===== src/design/autotest_macros.svh =====
// **********************************************************************
// widths, record layout, signature and start address for the
// cipher self-test sequencer
// **********************************************************************

`ifndef AUTOTEST_MACROS_SVH
`define AUTOTEST_MACROS_SVH

`define AT_BLOCK_W        64
`define AT_KEY_W          80
`define AT_ADDR_W         32
`define AT_BYTE_CNT_W     10
`define AT_TIMER_W        64
`define AT_ERR_W          32

`define AT_SD_BLOCK_BYTES 512
`define AT_SIGNATURE      32'hAABBCCDD
`define AT_START_BLOCK    32'h0010_0000

// record read offsets
`define AT_OFS_BLOCK      5
`define AT_OFS_KEY        13
`define AT_OFS_DIR        23
`define AT_OFS_EXPECT     24

// write-back offsets
`define AT_OFS_RESULT     32
`define AT_OFS_TIME       40
`define AT_OFS_END        48

`endif


===== src/design/autotest_pkg.sv =====
// **********************************************************************
// sequencer FSM state encoding and debug view select
// **********************************************************************

package autotest_pkg;

  typedef enum logic [4:0] {
    INIT           = 5'd0,
    SPI_RESET      = 5'd1,
    SPI_RESET_WAIT = 5'd2,
    IDLE           = 5'd3,
    RD_OPEN        = 5'd4,
    RD_OPEN_WAIT   = 5'd5,
    RD_BYTE_REQ    = 5'd6,
    RD_BYTE_WAIT   = 5'd7,
    CHECK_SIG      = 5'd8,
    RUN            = 5'd9,
    WAIT_DONE      = 5'd10,
    CAPTURE        = 5'd11,
    COMPARE        = 5'd12,
    WR_OPEN        = 5'd13,
    WR_OPEN_WAIT   = 5'd14,
    WR_BYTE_REQ    = 5'd15,
    WR_BYTE_WAIT   = 5'd16,
    NEXT_BLOCK     = 5'd17,
    HALT           = 5'd18
  } ctrl_state_e;

  typedef enum logic [1:0] {
    DBG_STATUS  = 2'd0,
    DBG_ERRORS  = 2'd1,
    DBG_TIME_LO = 2'd2,
    DBG_TIME_HI = 2'd3
  } dbg_sel_e;

endpackage


===== src/design/vector_store.sv =====
// **********************************************************************
// test vector registers loaded from the SD record, UUT result capture,
// expected/result comparison and write-back byte selection
// **********************************************************************

`timescale 1ns/10ps
`include "autotest_macros.svh"

module vector_store (
  input  logic                      clk,
  input  logic                      rst,
  input  logic [7:0]                spi_data_i,
  input  logic [`AT_BYTE_CNT_W-1:0] byte_cnt_i,
  input  logic                      load_en_i,
  input  logic                      clear_i,
  input  logic                      capture_en_i,
  input  logic [`AT_BLOCK_W-1:0]    uut_result_i,
  input  logic [`AT_TIMER_W-1:0]    exec_time_i,
  output logic [`AT_BLOCK_W-1:0]    block_o,
  output logic [`AT_KEY_W-1:0]      key_o,
  output logic                      decrypt_o,
  output logic                      signature_ok_o,
  output logic                      mismatch_o,
  output logic [7:0]                wr_byte_o
);

  localparam int CW         = `AT_BYTE_CNT_W;
  localparam int BLK_BYTES  = `AT_BLOCK_W / 8;
  localparam int KEY_BYTES  = `AT_KEY_W / 8;
  localparam int TIME_BYTES = `AT_TIMER_W / 8;

  logic [31:0]             sig_q;
  logic [`AT_BLOCK_W-1:0]  blk_q;
  logic [`AT_KEY_W-1:0]    key_q;
  logic                    dec_q;
  logic [`AT_BLOCK_W-1:0]  exp_q;
  logic [`AT_BLOCK_W-1:0]  res_q;

  // signature arrives msb first, other fields lsb first
  always_ff @(posedge clk) begin
    if (rst || clear_i) begin
      sig_q <= '0;
    end else if (load_en_i) begin
      for (int k = 0; k < 4; k++) begin
        if (byte_cnt_i == CW'(k)) begin
          sig_q[31-8*k -: 8] <= spi_data_i;
        end
      end
    end
  end

  always_ff @(posedge clk) begin
    if (clear_i) begin
      blk_q <= '0;
      key_q <= '0;
      dec_q <= 1'b0;
      exp_q <= '0;
      res_q <= '0;
    end else begin
      if (load_en_i) begin
        for (int k = 0; k < BLK_BYTES; k++) begin
          if (byte_cnt_i == CW'(`AT_OFS_BLOCK + k)) begin
            blk_q[8*k +: 8] <= spi_data_i;
          end
          if (byte_cnt_i == CW'(`AT_OFS_EXPECT + k)) begin
            exp_q[8*k +: 8] <= spi_data_i;
          end
        end
        for (int k = 0; k < KEY_BYTES; k++) begin
          if (byte_cnt_i == CW'(`AT_OFS_KEY + k)) begin
            key_q[8*k +: 8] <= spi_data_i;
          end
        end
        if (byte_cnt_i == CW'(`AT_OFS_DIR)) begin
          dec_q <= spi_data_i[0];
        end
      end
      if (capture_en_i) begin
        res_q <= uut_result_i;
      end
    end
  end

  // write-back byte for the current offset, FF where nothing is stored
  always_comb begin
    wr_byte_o = 8'hFF;
    for (int k = 0; k < 4; k++) begin
      if (byte_cnt_i == CW'(k)) begin
        wr_byte_o = sig_q[31-8*k -: 8];
      end
    end
    for (int k = 0; k < BLK_BYTES; k++) begin
      if (byte_cnt_i == CW'(`AT_OFS_BLOCK + k)) begin
        wr_byte_o = blk_q[8*k +: 8];
      end
      if (byte_cnt_i == CW'(`AT_OFS_EXPECT + k)) begin
        wr_byte_o = exp_q[8*k +: 8];
      end
      if (byte_cnt_i == CW'(`AT_OFS_RESULT + k)) begin
        wr_byte_o = res_q[8*k +: 8];
      end
    end
    for (int k = 0; k < KEY_BYTES; k++) begin
      if (byte_cnt_i == CW'(`AT_OFS_KEY + k)) begin
        wr_byte_o = key_q[8*k +: 8];
      end
    end
    for (int k = 0; k < TIME_BYTES; k++) begin
      if (byte_cnt_i == CW'(`AT_OFS_TIME + k)) begin
        wr_byte_o = exec_time_i[8*k +: 8];
      end
    end
    if (byte_cnt_i == CW'(`AT_OFS_DIR)) begin
      wr_byte_o = {7'd0, dec_q};
    end
  end

  assign block_o        = blk_q;
  assign key_o          = key_q;
  assign decrypt_o      = dec_q;
  assign signature_ok_o = (sig_q == `AT_SIGNATURE);
  assign mismatch_o     = (res_q != exp_q);

endmodule


===== src/design/autotest_ctrl.sv =====
// **********************************************************************
// self-test sequencing FSM: SD block read, signature check, UUT run,
// compare and failure write-back; byte, block, error and exec timer
// counters; debug view multiplexer
// **********************************************************************

`timescale 1ns/10ps
`include "autotest_macros.svh"

module autotest_ctrl (
  input  logic                      clk,
  input  logic                      rst,
  input  logic                      spi_busy_i,
  output logic                      spi_rst_o,
  output logic                      spi_r_block_o,
  output logic                      spi_r_byte_o,
  output logic                      spi_w_block_o,
  output logic                      spi_w_byte_o,
  output logic [`AT_ADDR_W-1:0]     spi_block_addr_o,
  output logic [7:0]                spi_data_o,
  output logic                      uut_rst_o,
  input  logic                      uut_decrypt_i,
  input  logic                      uut_end_enc_i,
  input  logic                      uut_end_dec_i,
  input  logic                      signature_ok_i,
  input  logic                      mismatch_i,
  input  logic [7:0]                wr_byte_i,
  output logic [`AT_BYTE_CNT_W-1:0] byte_cnt_o,
  output logic                      load_en_o,
  output logic                      clear_o,
  output logic                      capture_en_o,
  output logic [`AT_TIMER_W-1:0]    exec_time_o,
  input  autotest_pkg::dbg_sel_e    dbg_sel_i,
  output logic [31:0]               dbg_o
);

  localparam int CW = `AT_BYTE_CNT_W;
  localparam logic [CW-1:0] LAST_BYTE = CW'(`AT_SD_BLOCK_BYTES - 1);
  localparam logic [CW-1:0] END_CNT   = CW'(`AT_SD_BLOCK_BYTES);

  autotest_pkg::ctrl_state_e state_q;
  autotest_pkg::ctrl_state_e state_d;

  logic [CW-1:0]             byte_cnt_q;
  logic [`AT_ADDR_W-1:0]     addr_q;
  logic [`AT_ERR_W-1:0]      err_q;
  logic [`AT_TIMER_W-1:0]    timer_q;
  logic [7:0]                data_q;

  logic cnt_clr;
  logic cnt_inc;
  logic addr_inc;
  logic err_inc;
  logic timer_clr;
  logic timer_inc;
  logic uut_done;

  // completion level of the loaded direction
  assign uut_done = uut_decrypt_i ? uut_end_dec_i : uut_end_enc_i;

  always_comb begin
    state_d       = state_q;
    spi_rst_o     = 1'b0;
    spi_r_block_o = 1'b0;
    spi_r_byte_o  = 1'b0;
    spi_w_block_o = 1'b0;
    spi_w_byte_o  = 1'b0;
    uut_rst_o     = 1'b1;
    load_en_o     = 1'b0;
    clear_o       = 1'b0;
    capture_en_o  = 1'b0;
    cnt_clr       = 1'b0;
    cnt_inc       = 1'b0;
    addr_inc      = 1'b0;
    err_inc       = 1'b0;
    timer_clr     = 1'b0;
    timer_inc     = 1'b0;
    case (state_q)
      autotest_pkg::INIT: begin
        state_d = autotest_pkg::SPI_RESET;
      end
      autotest_pkg::SPI_RESET: begin
        spi_rst_o = 1'b1;
        if (spi_busy_i) begin
          state_d = autotest_pkg::SPI_RESET_WAIT;
        end
      end
      autotest_pkg::SPI_RESET_WAIT: begin
        if (!spi_busy_i) begin
          state_d = autotest_pkg::IDLE;
        end
      end
      autotest_pkg::IDLE: begin
        clear_o   = 1'b1;
        cnt_clr   = 1'b1;
        timer_clr = 1'b1;
        if (!spi_busy_i) begin
          state_d = autotest_pkg::RD_OPEN;
        end
      end
      autotest_pkg::RD_OPEN: begin
        spi_r_block_o = 1'b1;
        if (spi_busy_i) begin
          state_d = autotest_pkg::RD_OPEN_WAIT;
        end
      end
      autotest_pkg::RD_OPEN_WAIT: begin
        spi_r_block_o = 1'b1;
        if (!spi_busy_i) begin
          state_d = autotest_pkg::RD_BYTE_REQ;
        end
      end
      autotest_pkg::RD_BYTE_REQ: begin
        spi_r_block_o = 1'b1;
        spi_r_byte_o  = 1'b1;
        if (spi_busy_i) begin
          state_d = autotest_pkg::RD_BYTE_WAIT;
        end
      end
      autotest_pkg::RD_BYTE_WAIT: begin
        spi_r_block_o = 1'b1;
        if (!spi_busy_i) begin
          // read data is valid as busy falls
          load_en_o = 1'b1;
          cnt_inc   = 1'b1;
          if (byte_cnt_q == LAST_BYTE) begin
            state_d = autotest_pkg::CHECK_SIG;
          end else begin
            state_d = autotest_pkg::RD_BYTE_REQ;
          end
        end
      end
      autotest_pkg::CHECK_SIG: begin
        if (signature_ok_i) begin
          state_d = autotest_pkg::RUN;
        end else begin
          state_d = autotest_pkg::HALT;
        end
      end
      autotest_pkg::RUN: begin
        uut_rst_o = 1'b0;
        state_d   = autotest_pkg::WAIT_DONE;
      end
      autotest_pkg::WAIT_DONE: begin
        uut_rst_o = 1'b0;
        timer_inc = 1'b1;
        if (uut_done) begin
          state_d = autotest_pkg::CAPTURE;
        end
      end
      autotest_pkg::CAPTURE: begin
        uut_rst_o    = 1'b0;
        capture_en_o = 1'b1;
        state_d      = autotest_pkg::COMPARE;
      end
      autotest_pkg::COMPARE: begin
        uut_rst_o = 1'b0;
        if (mismatch_i) begin
          err_inc = 1'b1;
          cnt_clr = 1'b1;
          state_d = autotest_pkg::WR_OPEN;
        end else begin
          state_d = autotest_pkg::NEXT_BLOCK;
        end
      end
      autotest_pkg::WR_OPEN: begin
        uut_rst_o     = 1'b0;
        spi_w_block_o = 1'b1;
        if (spi_busy_i) begin
          state_d = autotest_pkg::WR_OPEN_WAIT;
        end
      end
      autotest_pkg::WR_OPEN_WAIT: begin
        uut_rst_o     = 1'b0;
        spi_w_block_o = 1'b1;
        if (!spi_busy_i) begin
          state_d = autotest_pkg::WR_BYTE_REQ;
        end
      end
      autotest_pkg::WR_BYTE_REQ: begin
        uut_rst_o     = 1'b0;
        spi_w_block_o = 1'b1;
        spi_w_byte_o  = 1'b1;
        if (spi_busy_i) begin
          cnt_inc = 1'b1;
          state_d = autotest_pkg::WR_BYTE_WAIT;
        end
      end
      autotest_pkg::WR_BYTE_WAIT: begin
        uut_rst_o     = 1'b0;
        spi_w_block_o = 1'b1;
        if (!spi_busy_i) begin
          if (byte_cnt_q == END_CNT) begin
            state_d = autotest_pkg::NEXT_BLOCK;
          end else begin
            state_d = autotest_pkg::WR_BYTE_REQ;
          end
        end
      end
      autotest_pkg::NEXT_BLOCK: begin
        addr_inc = 1'b1;
        state_d  = autotest_pkg::IDLE;
      end
      default: begin
        // HALT, stays here until reset
        state_d = autotest_pkg::HALT;
      end
    endcase
  end

  always_ff @(posedge clk) begin
    if (rst) begin
      state_q    <= autotest_pkg::INIT;
      byte_cnt_q <= '0;
      addr_q     <= `AT_START_BLOCK;
      err_q      <= '0;
      timer_q    <= '0;
    end else begin
      state_q <= state_d;
      if (cnt_clr) begin
        byte_cnt_q <= '0;
      end else if (cnt_inc) begin
        byte_cnt_q <= byte_cnt_q + 1'b1;
      end
      if (addr_inc) begin
        addr_q <= addr_q + 1'b1;
      end
      if (err_inc) begin
        err_q <= err_q + 1'b1;
      end
      if (timer_clr) begin
        timer_q <= '0;
      end else if (timer_inc) begin
        timer_q <= timer_q + 1'b1;
      end
    end
  end

  // write data follows the byte counter, frozen while w_byte is held
  always_ff @(posedge clk) begin
    if (state_q != autotest_pkg::WR_BYTE_REQ) begin
      data_q <= wr_byte_i;
    end
  end

  always_comb begin
    dbg_o = '0;
    case (dbg_sel_i)
      autotest_pkg::DBG_STATUS:  dbg_o = {addr_q[15:0], 11'd0, state_q};
      autotest_pkg::DBG_ERRORS:  dbg_o = err_q;
      autotest_pkg::DBG_TIME_LO: dbg_o = timer_q[31:0];
      autotest_pkg::DBG_TIME_HI: dbg_o = timer_q[63:32];
      default:                   dbg_o = '0;
    endcase
  end

  assign spi_block_addr_o = addr_q;
  assign spi_data_o       = data_q;
  assign byte_cnt_o       = byte_cnt_q;
  assign exec_time_o      = timer_q;

endmodule


===== src/design/autotest_top.sv =====
// **********************************************************************
// self-test sequencer top level: controller and vector store
// between the SPI host and the cipher under test
// **********************************************************************

`timescale 1ns/10ps
`include "autotest_macros.svh"

module autotest_top (
  input  logic                   clk,
  input  logic                   rst,
  input  logic                   spi_busy_i,
  input  logic [7:0]             spi_data_i,
  output logic                   spi_rst_o,
  output logic                   spi_r_block_o,
  output logic                   spi_r_byte_o,
  output logic                   spi_w_block_o,
  output logic                   spi_w_byte_o,
  output logic [`AT_ADDR_W-1:0]  spi_block_addr_o,
  output logic [7:0]             spi_data_o,
  output logic                   uut_rst_o,
  output logic [`AT_BLOCK_W-1:0] uut_block_o,
  output logic [`AT_KEY_W-1:0]   uut_key_o,
  output logic                   uut_decrypt_o,
  input  logic [`AT_BLOCK_W-1:0] uut_result_i,
  input  logic                   uut_end_enc_i,
  input  logic                   uut_end_dec_i,
  input  autotest_pkg::dbg_sel_e dbg_sel_i,
  output logic [31:0]            dbg_o
);

  logic [`AT_BYTE_CNT_W-1:0] byte_cnt;
  logic                      load_en;
  logic                      clear;
  logic                      capture_en;
  logic [`AT_TIMER_W-1:0]    exec_time;
  logic                      signature_ok;
  logic                      mismatch;
  logic [7:0]                wr_byte;

  autotest_ctrl u_ctrl (
    .clk              (clk),
    .rst              (rst),
    .spi_busy_i       (spi_busy_i),
    .spi_rst_o        (spi_rst_o),
    .spi_r_block_o    (spi_r_block_o),
    .spi_r_byte_o     (spi_r_byte_o),
    .spi_w_block_o    (spi_w_block_o),
    .spi_w_byte_o     (spi_w_byte_o),
    .spi_block_addr_o (spi_block_addr_o),
    .spi_data_o       (spi_data_o),
    .uut_rst_o        (uut_rst_o),
    .uut_decrypt_i    (uut_decrypt_o),
    .uut_end_enc_i    (uut_end_enc_i),
    .uut_end_dec_i    (uut_end_dec_i),
    .signature_ok_i   (signature_ok),
    .mismatch_i       (mismatch),
    .wr_byte_i        (wr_byte),
    .byte_cnt_o       (byte_cnt),
    .load_en_o        (load_en),
    .clear_o          (clear),
    .capture_en_o     (capture_en),
    .exec_time_o      (exec_time),
    .dbg_sel_i        (dbg_sel_i),
    .dbg_o            (dbg_o)
  );

  vector_store u_store (
    .clk            (clk),
    .rst            (rst),
    .spi_data_i     (spi_data_i),
    .byte_cnt_i     (byte_cnt),
    .load_en_i      (load_en),
    .clear_i        (clear),
    .capture_en_i   (capture_en),
    .uut_result_i   (uut_result_i),
    .exec_time_i    (exec_time),
    .block_o        (uut_block_o),
    .key_o          (uut_key_o),
    .decrypt_o      (uut_decrypt_o),
    .signature_ok_o (signature_ok),
    .mismatch_o     (mismatch),
    .wr_byte_o      (wr_byte)
  );

endmodule


===== config.mk =====
export PLATFORM = sky130hd
export DESIGN_NAME = autotest_top
export DESIGN_NICKNAME = d
export VERILOG_FILES = /design/src/design/autotest_pkg.sv /design/src/design/vector_store.sv /design/src/design/autotest_ctrl.sv /design/src/design/autotest_top.sv
export VERILOG_INCLUDE_DIRS = /design/src /design/src/design
export SDC_FILE = /design/constraint.sdc
export NUM_CORES = 1
export LEC_CHECK = 0
export ABC_AREA = 1
export BUFFER_PORTS_ARGS = -buffer_cell sky130_fd_sc_hd__buf_4
export CAP_MARGIN = 20
export CORE_ASPECT_RATIO = 1.5
export CORE_MARGIN = 3
export CORE_UTILIZATION = 45
export DETAILED_ROUTE_END_ITERATION = 6
export PLACE_DENSITY = 0.68
export SLEW_MARGIN = 10
export SYNTH_ARGS = -nofsm -noshare
export SYNTH_HDL_FRONTEND = slang
export SYNTH_HIERARCHICAL = 1
export SYNTH_SLANG_ARGS = --single-unit

===== constraint.sdc =====
create_clock -name clk -period 4.6 [get_ports clk]
set_input_delay 0.23 -clock clk [delete_from_list [all_inputs] [get_ports clk]]
set_output_delay 0.23 -clock clk [all_outputs]
set_load 0.01 [all_outputs]

### After elaboration in Yosys (flattened, before gate mapping)

Cells that the tools add are included.

| word-level totals | value |
|---|---|
| register bits | 456 |
| logic and storage cells | 250 |

| cells by class | value |
|---|---|
| add/subtract/negate cells | 4 |
| eq/ne operators | 83 |
| multiplexer cells | 83 |
| reduce and logical (&&, ||, !) cells | 41 |

Operators with widths:

| kind | count |
|---|---|
| two-way mux 8 bit | 46 |
| == test 10 x 5 -> 1 bit (second input constant) | 16 |
| == test 10 x 6 -> 1 bit (second input constant) | 16 |
| one-hot mux 32 bit (4 select lines) | 1 |
| one-hot mux 5 bit (18 select lines) | 1 |
| == test 10 x 4 -> 1 bit (second input constant) | 8 |
| two-way mux 5 bit | 15 |
| adder 32 x 1 -> 32 bit (second input constant) | 2 |
| adder 64 x 1 -> 64 bit (second input constant) | 1 |
| inequality test 64 bit | 1 |
| AND reduction 2 bit | 31 |
| == test 5 x 4 -> 1 bit (second input constant) | 8 |
| == test 32 bit (second input constant) | 1 |
| == test 10 x 3 -> 1 bit (second input constant) | 3 |
| inequality test 2 bit (second input constant) | 11 |
| == test 10 x 2 -> 1 bit (second input constant) | 2 |
| == test 5 x 3 -> 1 bit (second input constant) | 4 |
| two-way mux 1 bit | 17 |
| AND reduction 12 bit | 1 |
| adder 10 x 1 -> 10 bit (second input constant) | 1 |
| == test 10 x 1 -> 1 bit (second input constant) | 1 |
| == test 10 bit (second input constant) | 1 |
| == test 10 x 9 -> 1 bit (second input constant) | 1 |
| == test 5 x 2 -> 1 bit (second input constant) | 2 |
| other kinds (15) | 20 |

### Depth between registers and ports, before layout

Gate-level depths: netlist of run 1.

| logic depth | value |
|---|---|
| depth in word-level cells | 48 |
| depth in mapped cells | 35 |
| gate-level depth less buffers | 35 |

### By module

Netlist of run 1, hierarchy kept.

By module, submodules not included:

| module | instances | cells an instance | area an instance (um2) | seq. area each (um2) |
|---|---|---|---|---|
| vector_store | 1 | 2211 | 14979.4 | 6105.9 |
| autotest_ctrl | 1 | 1508 | 9257.6 | 3103.0 |

### Least setup slack after synthesis of run 1

Ideal clock, no wire load.

| path | value |
|---|---|
| kind | reg-to-reg |
| from | register u_ctrl.byte_cnt_q[3], in the netlist u_ctrl/byte_cnt_o[3] |
| to | register u_ctrl.data_q[7], in the netlist u_ctrl/spi_data_o[7], data pin |
| library setup time | 0.257 ns |
| arrival | 2.520 ns |
| required time | 4.343 ns |
| slack | 1.823 ns |
| cell stages (with the launch flop) | 30 |
| buffers on the path | 0 |
| clock period less this slack | 2.777 ns |
| path through | dfxtp_1 -> inv_1 -> nor2_1 -> nand2_1 -> nor3_1 -> nand2_1 -> nand4_1 -> nand2_1 -> nand4_1 -> nand2_1 -> nand3b_1 -> nand2_1 -> nand4_1 -> nor2_1 -> nand4_1 -> nand2_1 -> nand3_1 -> nand2_1 -> nand4_1 -> nand2_1 -> nand3_1 -> nand2_1 -> nand4_1 -> nand2_1 -> nand3_1 -> nand2_1 -> nand2_1 -> nand2_1 -> nand4_1 -> nor2_1 |

| between the ends | value |
|---|---|
| cells in the longest elaborated chain, start to end | 47 |

RTL lines:

| item | RTL line | source |
|---|---|---|
| start: declaration | autotest_ctrl.sv:44 | `logic [CW-1:0] byte_cnt_q;` |
| start signal: assignment | autotest_ctrl.sv:223 | `byte_cnt_q <= byte_cnt_q + 1'b1;` |
| zero test 10 bit | vector_store.sv:88 | `if (byte_cnt_i == CW'(k)) begin` |
| two-way mux 8 bit (4 in series) | vector_store.sv:88 |  |
| two-way mux 8 bit | vector_store.sv:93 | `` if (byte_cnt_i == CW'(`AT_OFS_BLOCK + k)) begin `` |
| two-way mux 8 bit | vector_store.sv:96 | `` if (byte_cnt_i == CW'(`AT_OFS_EXPECT + k)) begin `` |
| two-way mux 8 bit | vector_store.sv:99 | `` if (byte_cnt_i == CW'(`AT_OFS_RESULT + k)) begin `` |
| two-way mux 8 bit | vector_store.sv:93 |  |
| two-way mux 8 bit | vector_store.sv:96 |  |
| two-way mux 8 bit | vector_store.sv:99 |  |
| (+12 left out) | - |  |
| two-way mux 8 bit | vector_store.sv:93 |  |
| two-way mux 8 bit | vector_store.sv:96 |  |
| two-way mux 8 bit | vector_store.sv:99 |  |
| two-way mux 8 bit | vector_store.sv:93 |  |
| two-way mux 8 bit | vector_store.sv:96 |  |
| two-way mux 8 bit | vector_store.sv:99 |  |
| two-way mux 8 bit (10 in series) | vector_store.sv:104 | `` if (byte_cnt_i == CW'(`AT_OFS_KEY + k)) begin `` |
| two-way mux 8 bit (8 in series) | vector_store.sv:109 | `` if (byte_cnt_i == CW'(`AT_OFS_TIME + k)) begin `` |
| end signal: assignment | autotest_ctrl.sv:242 | `data_q <= wr_byte_i;` |
| end: declaration | autotest_ctrl.sv:48 | `logic [7:0] data_q;` |

Parallel ways exist; a longest one is shown, timed or not.
A chain may end at the register's enable or synchronous reset.

### Final worst setup path of run 1

| path | value |
|---|---|
| from | register u_ctrl.byte_cnt_q[7], in the netlist u_ctrl/byte_cnt_o[7] |
| to | register u_ctrl.data_q[4], in the netlist u_ctrl/spi_data_o[4], data pin |

The elaborated chain is that of the path after synthesis.

==> results.md, run 1 <==
- Worst skew pair latency: 0.63 ns
- FF+latch count, synth: 456
- Power density over the cells: 355 mW/mm^2
- Cell count after synthesis: 3719
- First-pass GRT wire length: 156000 um
- Worst-case clock buffer depth: 3
- Core Rows: 103
- Outcome: completed
- FFs w/ async S/R, synth: 0
- Multi-input logic area: 0.0125 mm^2
- Root Buffer: clkbuf_16
- Slowest CP cell: dfxtp_1
- Synth top area share: 0.370
- CTS buffer count: 47
- Syn_nets: 3803
- Htree depth: 2
- Setup TNS: 0 ns
- CP max stage delay: 0.37 ns
- Initial DRC count: 2444
- Clock Sinks: 456
- Avg WL per Cell: 22.6 um
- GPL Wtd Cong: 1.04
- Final period util: 0.839
- Actual slew at the worst max-slew pin: 1.18 ns
- Sequential area share after synthesis: 0.380
- Routed wire length: 107000 um
- Port buffer count: 301
- Die H: 290 um
- Leak pwr: 0.0117 uW
- Worst Skew: 0.0332 ns
- Area after DPL: 0.0270 mm^2
- DRT Pass-1 Iters: 6
- Most used cell, CP: nand4_1
- Area Overhead vs Synth: 20.5%
- Top-Level Pins: 302
- Antenna violations before repair: 1
- Chip width: 195 um
- Layout Cell Area excl Fill: 0.0292 mm^2
- Final ANT Viol Nets: 0
- Worst path required time: 5.06 ns
- Fin Hold WS: 0.0550 ns
- Unrepaired setup endpoints after global routing: no
- Max Slew Vio Count: 0
- Synth area leaders: dfxtp_1, nand2_1, a21oi_1, o21ai_0, inv_1
- Post-cts sizing count: 0
- CTS clk-pin slew, worst paths: 0.06 ns
- Headroom to the max-slew limit: 0.208
- CTS tree: yes
- Vias/cell: 5.67
- Initial Util: 0.458
- Fill count: 5344
- DRC: 0
- Hold Crit Class: in -> reg
- Peak supply drop: 423 uV
- Startpoint Class: flop
- Mapped cell area: 0.0242 mm^2
- Yosys top cell by area: dfxtp_1
- Setup violations, final: 0
- Most frequent cells in the layout: nand2_1, inv_1, nor2_1
- Crit path kind: reg -> reg
- Largest net degree at the start of global routing: 106
- Final hold vios: 0
- Synth unique cells: 57
- DIE AREA: 0.0567 mm^2
- Yosys Warn Count: 6
- Final #Nets: 4100
- Critical Path End Type: flop
- Core area: 0.0530 mm^2
- Share of post-route cells with drive strength above 1: 0.133
- Vias: 26800
- Critical-path maximum fanout: 14
- Max-cap viol count: 0
- Synth Flop Type: dfxtp_1
- GRT overflow: 0
- Syn Area/Cell: 6.52 um^2
- Reg area: 0.00921 mm^2
- DP HPWL: 81200 um
- Final min period: 3.86 ns
- Critical Path AT: 4.33 ns
- Max Freq: 259 MHz
- Vias in the first global route: 25700
- Commonest non-fill, non-tap cell in the layout: nand2_1
- Post-synth EDFFs: 8
- Postcts setup bufs: 0
- Total track usage: 0.359
what timing repair did:
action	in CTS	in global routing
hold buffers	58	0
endpoints found under the setup margin	0	0
endpoints found under the hold margin	58	0
metrics by stage:
step	util	power, uW	instances	setup WS [ns]
finish	0.552	10400	4733	0.738
global route	0.552	10700	4732	0.382
CTS	0.551	10400	4731	0.848
detailed placement	0.510	6280	4590	0.859
global placement	0.510	6270	4590	0.949
floorplan	-	5550	3719	1.82
area by class of cell:
type / count / share of cell area
clock buffer: 64 / 0.0459
antenna: 1 / 0.0000857
sequential: 456 / 0.315
tap: 682 / 0.0292
inverter: 504 / 0.0649
timing repair buffer: 391 / 0.106
multi-input combinational: 2616 / 0.430
clock inverter: 19 / 0.00921
path summary, 6_finish.rpt:
check	slack, ns	cells past startpoint	to	from
max	0.74	27	u_ctrl/spi_data_o[4]$_DFFE_PN_	u_ctrl/byte_cnt_o[7]$_SDFFE_PP0P_
min	0.05	3	u_store/key_o[25]$_SDFFE_PP0P_	spi_data_i[1]
max reg2reg	0.74	27	u_ctrl/spi_data_o[4]$_DFFE_PN_	u_ctrl/byte_cnt_o[7]$_SDFFE_PP0P_
min reg2reg	0.47	2	u_store/block_o[52]$_SDFFE_PP0P_	u_store/block_o[52]$_SDFFE_PP0P_
cells in the mapped netlist, types with 3 or more instances:
cell type and number:
xnor2_1 4, ha_1 5, dfxtp_1 448, nand3_2 5
nor2_1 469, a21oi_1 420, o21ai_0 360, nor2_4 15
buf_1 6, nand4_1 105, inv_2 30, o211ai_1 4
o221ai_1 9, nand3b_1 8, o21ai_1 8, inv_1 472
a22oi_1 3, a211oi_1 3, xor2_1 55, buf_4 4
edfxtp_1 8, o21a_1 3, nor2_2 24, o22ai_1 18
nor3_1 74, a221oi_1 15, nor4_1 20, a31oi_1 5
nand2_2 8, buf_2 10, nand4_2 3, nand2_1 764
nand3_1 141, clkbuf_1 119, or2_2 27, nor3_2 5
o2111ai_1 15
worst max-delay path: cells and delay by family (launching register included):
kind	cells	cell delay, ns
buffers and inverters	2	0.19
AO/OA/AOI/OAI	1	0.19
AND/OR/NAND/NOR	24	2.98
flip-flops	1	0.37
cell families (layout without fill, tap and decap cells):
logic type,count (synthesis),in the layout,synth area share
AOI/OAI and AO/OA,868,868,0.189
xor gates and xnor gates,59,59,0.0213
adders and majority gates,5,5,0.00258
buffers and inverters,647,978,0.103
DFF,456,456,0.380
muxes,1,1,0.000413
other,0,1,0
and+or+nand+nor,1683,1683,0.305
report_power, final:
| group | internal (uW) | switching [uW] | leakage, uW |
|---|---|---|---|
| Clock | 2330 | 1740 | 0.000785 |
| Sequential | 4210 | 248 | 0.00371 |
| Combinational | 608 | 1210 | 0.00722 |
| Total | 7160 | 3200 | 0.0117 |
metal layers:
metal  share of wire  track usage  vias to the layer above
met4            0.10        0.304                        2
met2            0.49        0.626                     1418
met5        0.000093            0                        -
met1            0.34        0.376                    12200
met3           0.068       0.0507                      446
li1                -            -                    12800
registers in the layout (all words and copies together), names as in the netlist:
| name | flops |
|---|---|
| u_store/block_o | 64 |
| u_ctrl/spi_block_addr_o | 32 |
| u_ctrl/exec_time_o | 64 |
| u_store/key_o | 80 |
| u_ctrl/byte_cnt_o | 10 |
| u_store/decrypt_o | 1 |
| u_store/res_q | 64 |
| u_store/sig_q | 32 |
| u_ctrl/spi_data_o | 8 |
| u_ctrl/err_q | 32 |
| u_ctrl/state_q | 5 |
| u_store/exp_q | 64 |
(Power assumes the default switching activity.)
==> run 2: changes to the inputs <==
--- a/config.mk
+++ b/config.mk
@@ -13,7 +13,7 @@
 export CORE_MARGIN = 3
 export CORE_UTILIZATION = 45
 export DETAILED_ROUTE_END_ITERATION = 6
-export PLACE_DENSITY = 0.68
+export PLACE_DENSITY = 0.71
 export SLEW_MARGIN = 10
 export SYNTH_ARGS = -nofsm -noshare
 export SYNTH_HDL_FRONTEND = slang
==> constraint.sdc (replaced) <==
create_clock -name clk -period 3.5 [get_ports clk]
set_input_delay 0.175 -clock clk [delete_from_list [all_inputs] [get_ports clk]]
set_output_delay 0.175 -clock clk [all_outputs]
set_load 0.01 [all_outputs]
==> run 2 against run 1 <==
The run now ends with negative setup slack left. Total power is 32% higher. Critical path type unchanged. Die area stayed put. Largest power group unchanged. Maximum frequency increased by 8.7%.
==> results.md, run 2 (same netlist as run 1, synthesis figures left out) <==
- Outcome: finished, violations left
- Failing checks: negative setup slack
- GRT overflow: 0 (unchanged)
- CTS tree: yes
- Vias: 27500 (+2.3%)
- Root Buffer: clkbuf_16
- Final min period: 3.55 ns (-0.310 ns)
- Endpoint of the worst hold path: u_store/res_q[59]$_SDFFE_PP0P_
- Final worst slack: -0.0513 ns (-0.790 ns)
- Headroom to the max-slew limit: 0.206 (-0.00218)
- Unrepaired setup endpoints after global routing: yes
- Critical Path End Type: flop
- Critical path origin: u_ctrl/byte_cnt_o[6]$_SDFFE_PP0P_
- Hold Crit Depth: 3 (unchanged)
- DRC: 0 (unchanged)
- Startpoint Class: flop
- Die H: 290 um (unchanged)
- Antenna violations before repair: 0 (-1)
- Total track usage: 0.364 (+0.00547)
- GPL Wtd Cong: 1.03 (-1.5%)
- Vias in the first global route: 25700 (-0.070%)
- Avg WL per Cell: 22.6 um (about the same)
- Final hold vios: 0 (unchanged)
- Clock Sinks: 456 (unchanged)
- Commonest non-fill, non-tap cell in the layout: nand2_1
- Worst-case clock buffer depth: 3 (unchanged)
- Crit path kind: reg -> reg
- Most frequent cells in the layout: nand2_1, inv_1, nor2_1
- Port buffer count: 301 (unchanged)
- Vias/cell: 5.72 (+0.79%)
- Worst skew pair latency: 0.61 ns (-0.02 ns)
- Critical-path maximum fanout: 7 (-7)
- Leak pwr: 0.0121 uW (+3.0%)
- Routed wire length: 109000 um (+1.6%)
- Largest net degree at the start of global routing: 105 (-0.94%)
- Final period util: 1.01 (+0.175)
- CTS clk-pin slew, worst paths: 0.06 ns (about the same)
- Final #Nets: 4169 (+1.7%)
- R2r startpoint: u_ctrl/byte_cnt_o[6]$_SDFFE_PP0P_
- Hold Crit Class: in -> reg
- Setup violations, final: 2 (+2)
- CTS buffer count: 46 (-2.1%)
- Setup TNS: -0.0820 ns (-0.0820 ns)
- Max Freq: 282 MHz (+8.7%)
- First-pass GRT wire length: 158000 um (+1.7%)
- DIE AREA: 0.0567 mm^2 (unchanged)
- Slowest CP cell: dfxtp_4
- CP max stage delay: 0.36 ns (about the same)
- Top-Level Pins: 302 (unchanged)
- Worst R2R Path Depth: 28 (+3.7%)
- Crit Reg-Reg Endpoint: u_ctrl/spi_data_o[5]$_DFFE_PN_
- Initial Util: 0.458 (unchanged)
- Max FFs per register: 80 (unchanged)
- Fin Hold WS: 0.0243 ns (-0.0307 ns)
- Core area: 0.0530 mm^2 (unchanged)
- Htree depth: 2 (unchanged)
- Most used cell, CP: nand4_1
- Peak supply drop: 458 uV (+8.3%)
- Final ANT Viol Nets: 0 (unchanged)
- Worst hold start: uut_result_i[59]
- Core Rows: 103 (unchanged)
- Worst path required time: 3.95 ns (-1.11 ns)
- DP HPWL: 82500 um (+1.6%)
- Max Slew Vio Count: 0 (unchanged)
- DRT Pass-1 Iters: 6 (unchanged)
- Pwr Total: 13700 uW (+32%)
- Max-cap viol count: 0 (unchanged)
- Worst Skew: 0.0236 ns (-0.00958 ns)
- Share of post-route cells with drive strength above 1: 0.157 (+0.0241)
- R2R setup slack: -0.05 ns (-0.79 ns)
- Power density over the cells: 457 mW/mm^2 (+29%)
- Chip width: 195 um (unchanged)
- Area Overhead vs Synth: 23.4%
- Actual slew at the worst max-slew pin: 1.19 ns (+0.00926 ns)
- Critical Path AT: 4.00 ns (-0.33 ns)
- Initial DRC count: 2661 (+8.9%)
==> run 2: cell types whose count changed in the layout (fill, tap and decap cells not counted), moves of 7 or more <==
cell	delta
nor2_2	+7
nand2_1	-8
nand3_2	+10
nand2_2	+7
dfxtp_1	-9
buf_4	+61
nor2_1	-8
nand3_1	-10
==> run 2: repair_timing <==
item,in CTS,in global routing
pin swaps,0,44
endpoints found under the setup margin,1,8
cloned,0,0
hold endpoints to repair,64,0
setup buffers,0,5
resized for setup,1,52
hold buffers,63,0
==> run 2: power by group <==
part | internal, uW | switching (uW) | total, uW
combinational | 845 | 1630 | 2480
clock | 3010 | 2290 | 5310
sequential | 5530 | 345 | 5880
==> run 2: stage by stage <==
stage          utilization  area [um^2]  instances  worst slack (ns)
2_1_floorplan            -        24200       3719             0.723
3_3_place_gp         0.518        27400       4649            0.0892
3_5_place_dp         0.518        27400       4649            0.0293
4_1_cts              0.560        29700       4797            0.0154
5_1_grt              0.564        29900       4804            -0.317
6_report             0.564        29900       4805           -0.0513
==> run 2: cell type report <==
type,instances,area (um^2)
clock inverters,24,288
diodes,1,2.50
inverters,504,1900
fillers,5282,23100
well taps,682,853
multi-input cells,2616,12700
flip-flops and latches,456,9230
clock buffers,61,1300
repair buffers,461,3650
==> run 2: worst max-delay path by stage <==
stage	endpoint	slack [ns]	cells after the start
floorplan	u_ctrl/spi_data_o[7]$_DFFE_PN_	0.72	29
global placement	u_ctrl/spi_data_o[5]$_DFFE_PN_	0.09	30
detailed placement	u_ctrl/spi_data_o[5]$_DFFE_PN_	0.03	30
CTS	u_ctrl/spi_data_o[4]$_DFFE_PN_	0.02	30
global route	u_ctrl/spi_data_o[0]$_DFFE_PN_	-0.32	33
finish	u_ctrl/spi_data_o[5]$_DFFE_PN_	-0.05	28
==> run 2: routing by layer <==
metal,vias to the layer above,share of wire,GRT usage,routed length [um]
li1,12900,-,-,-
met1,12600,0.34,0.391,37300
met2,1544,0.48,0.628,52300
met3,446,0.073,0.0510,7950
met4,0,0.10,0.304,11100
met5,-,0,0,0
==> run 2: critical path: cells and delay by family (launching register included) <==
| family | cells | cell delay [ns] |
|---|---|---|
| flops | 1 | 0.36 |
| compound gates | 1 | 0.10 |
| buf+inv | 3 | 0.33 |
| simple gates | 24 | 2.62 |
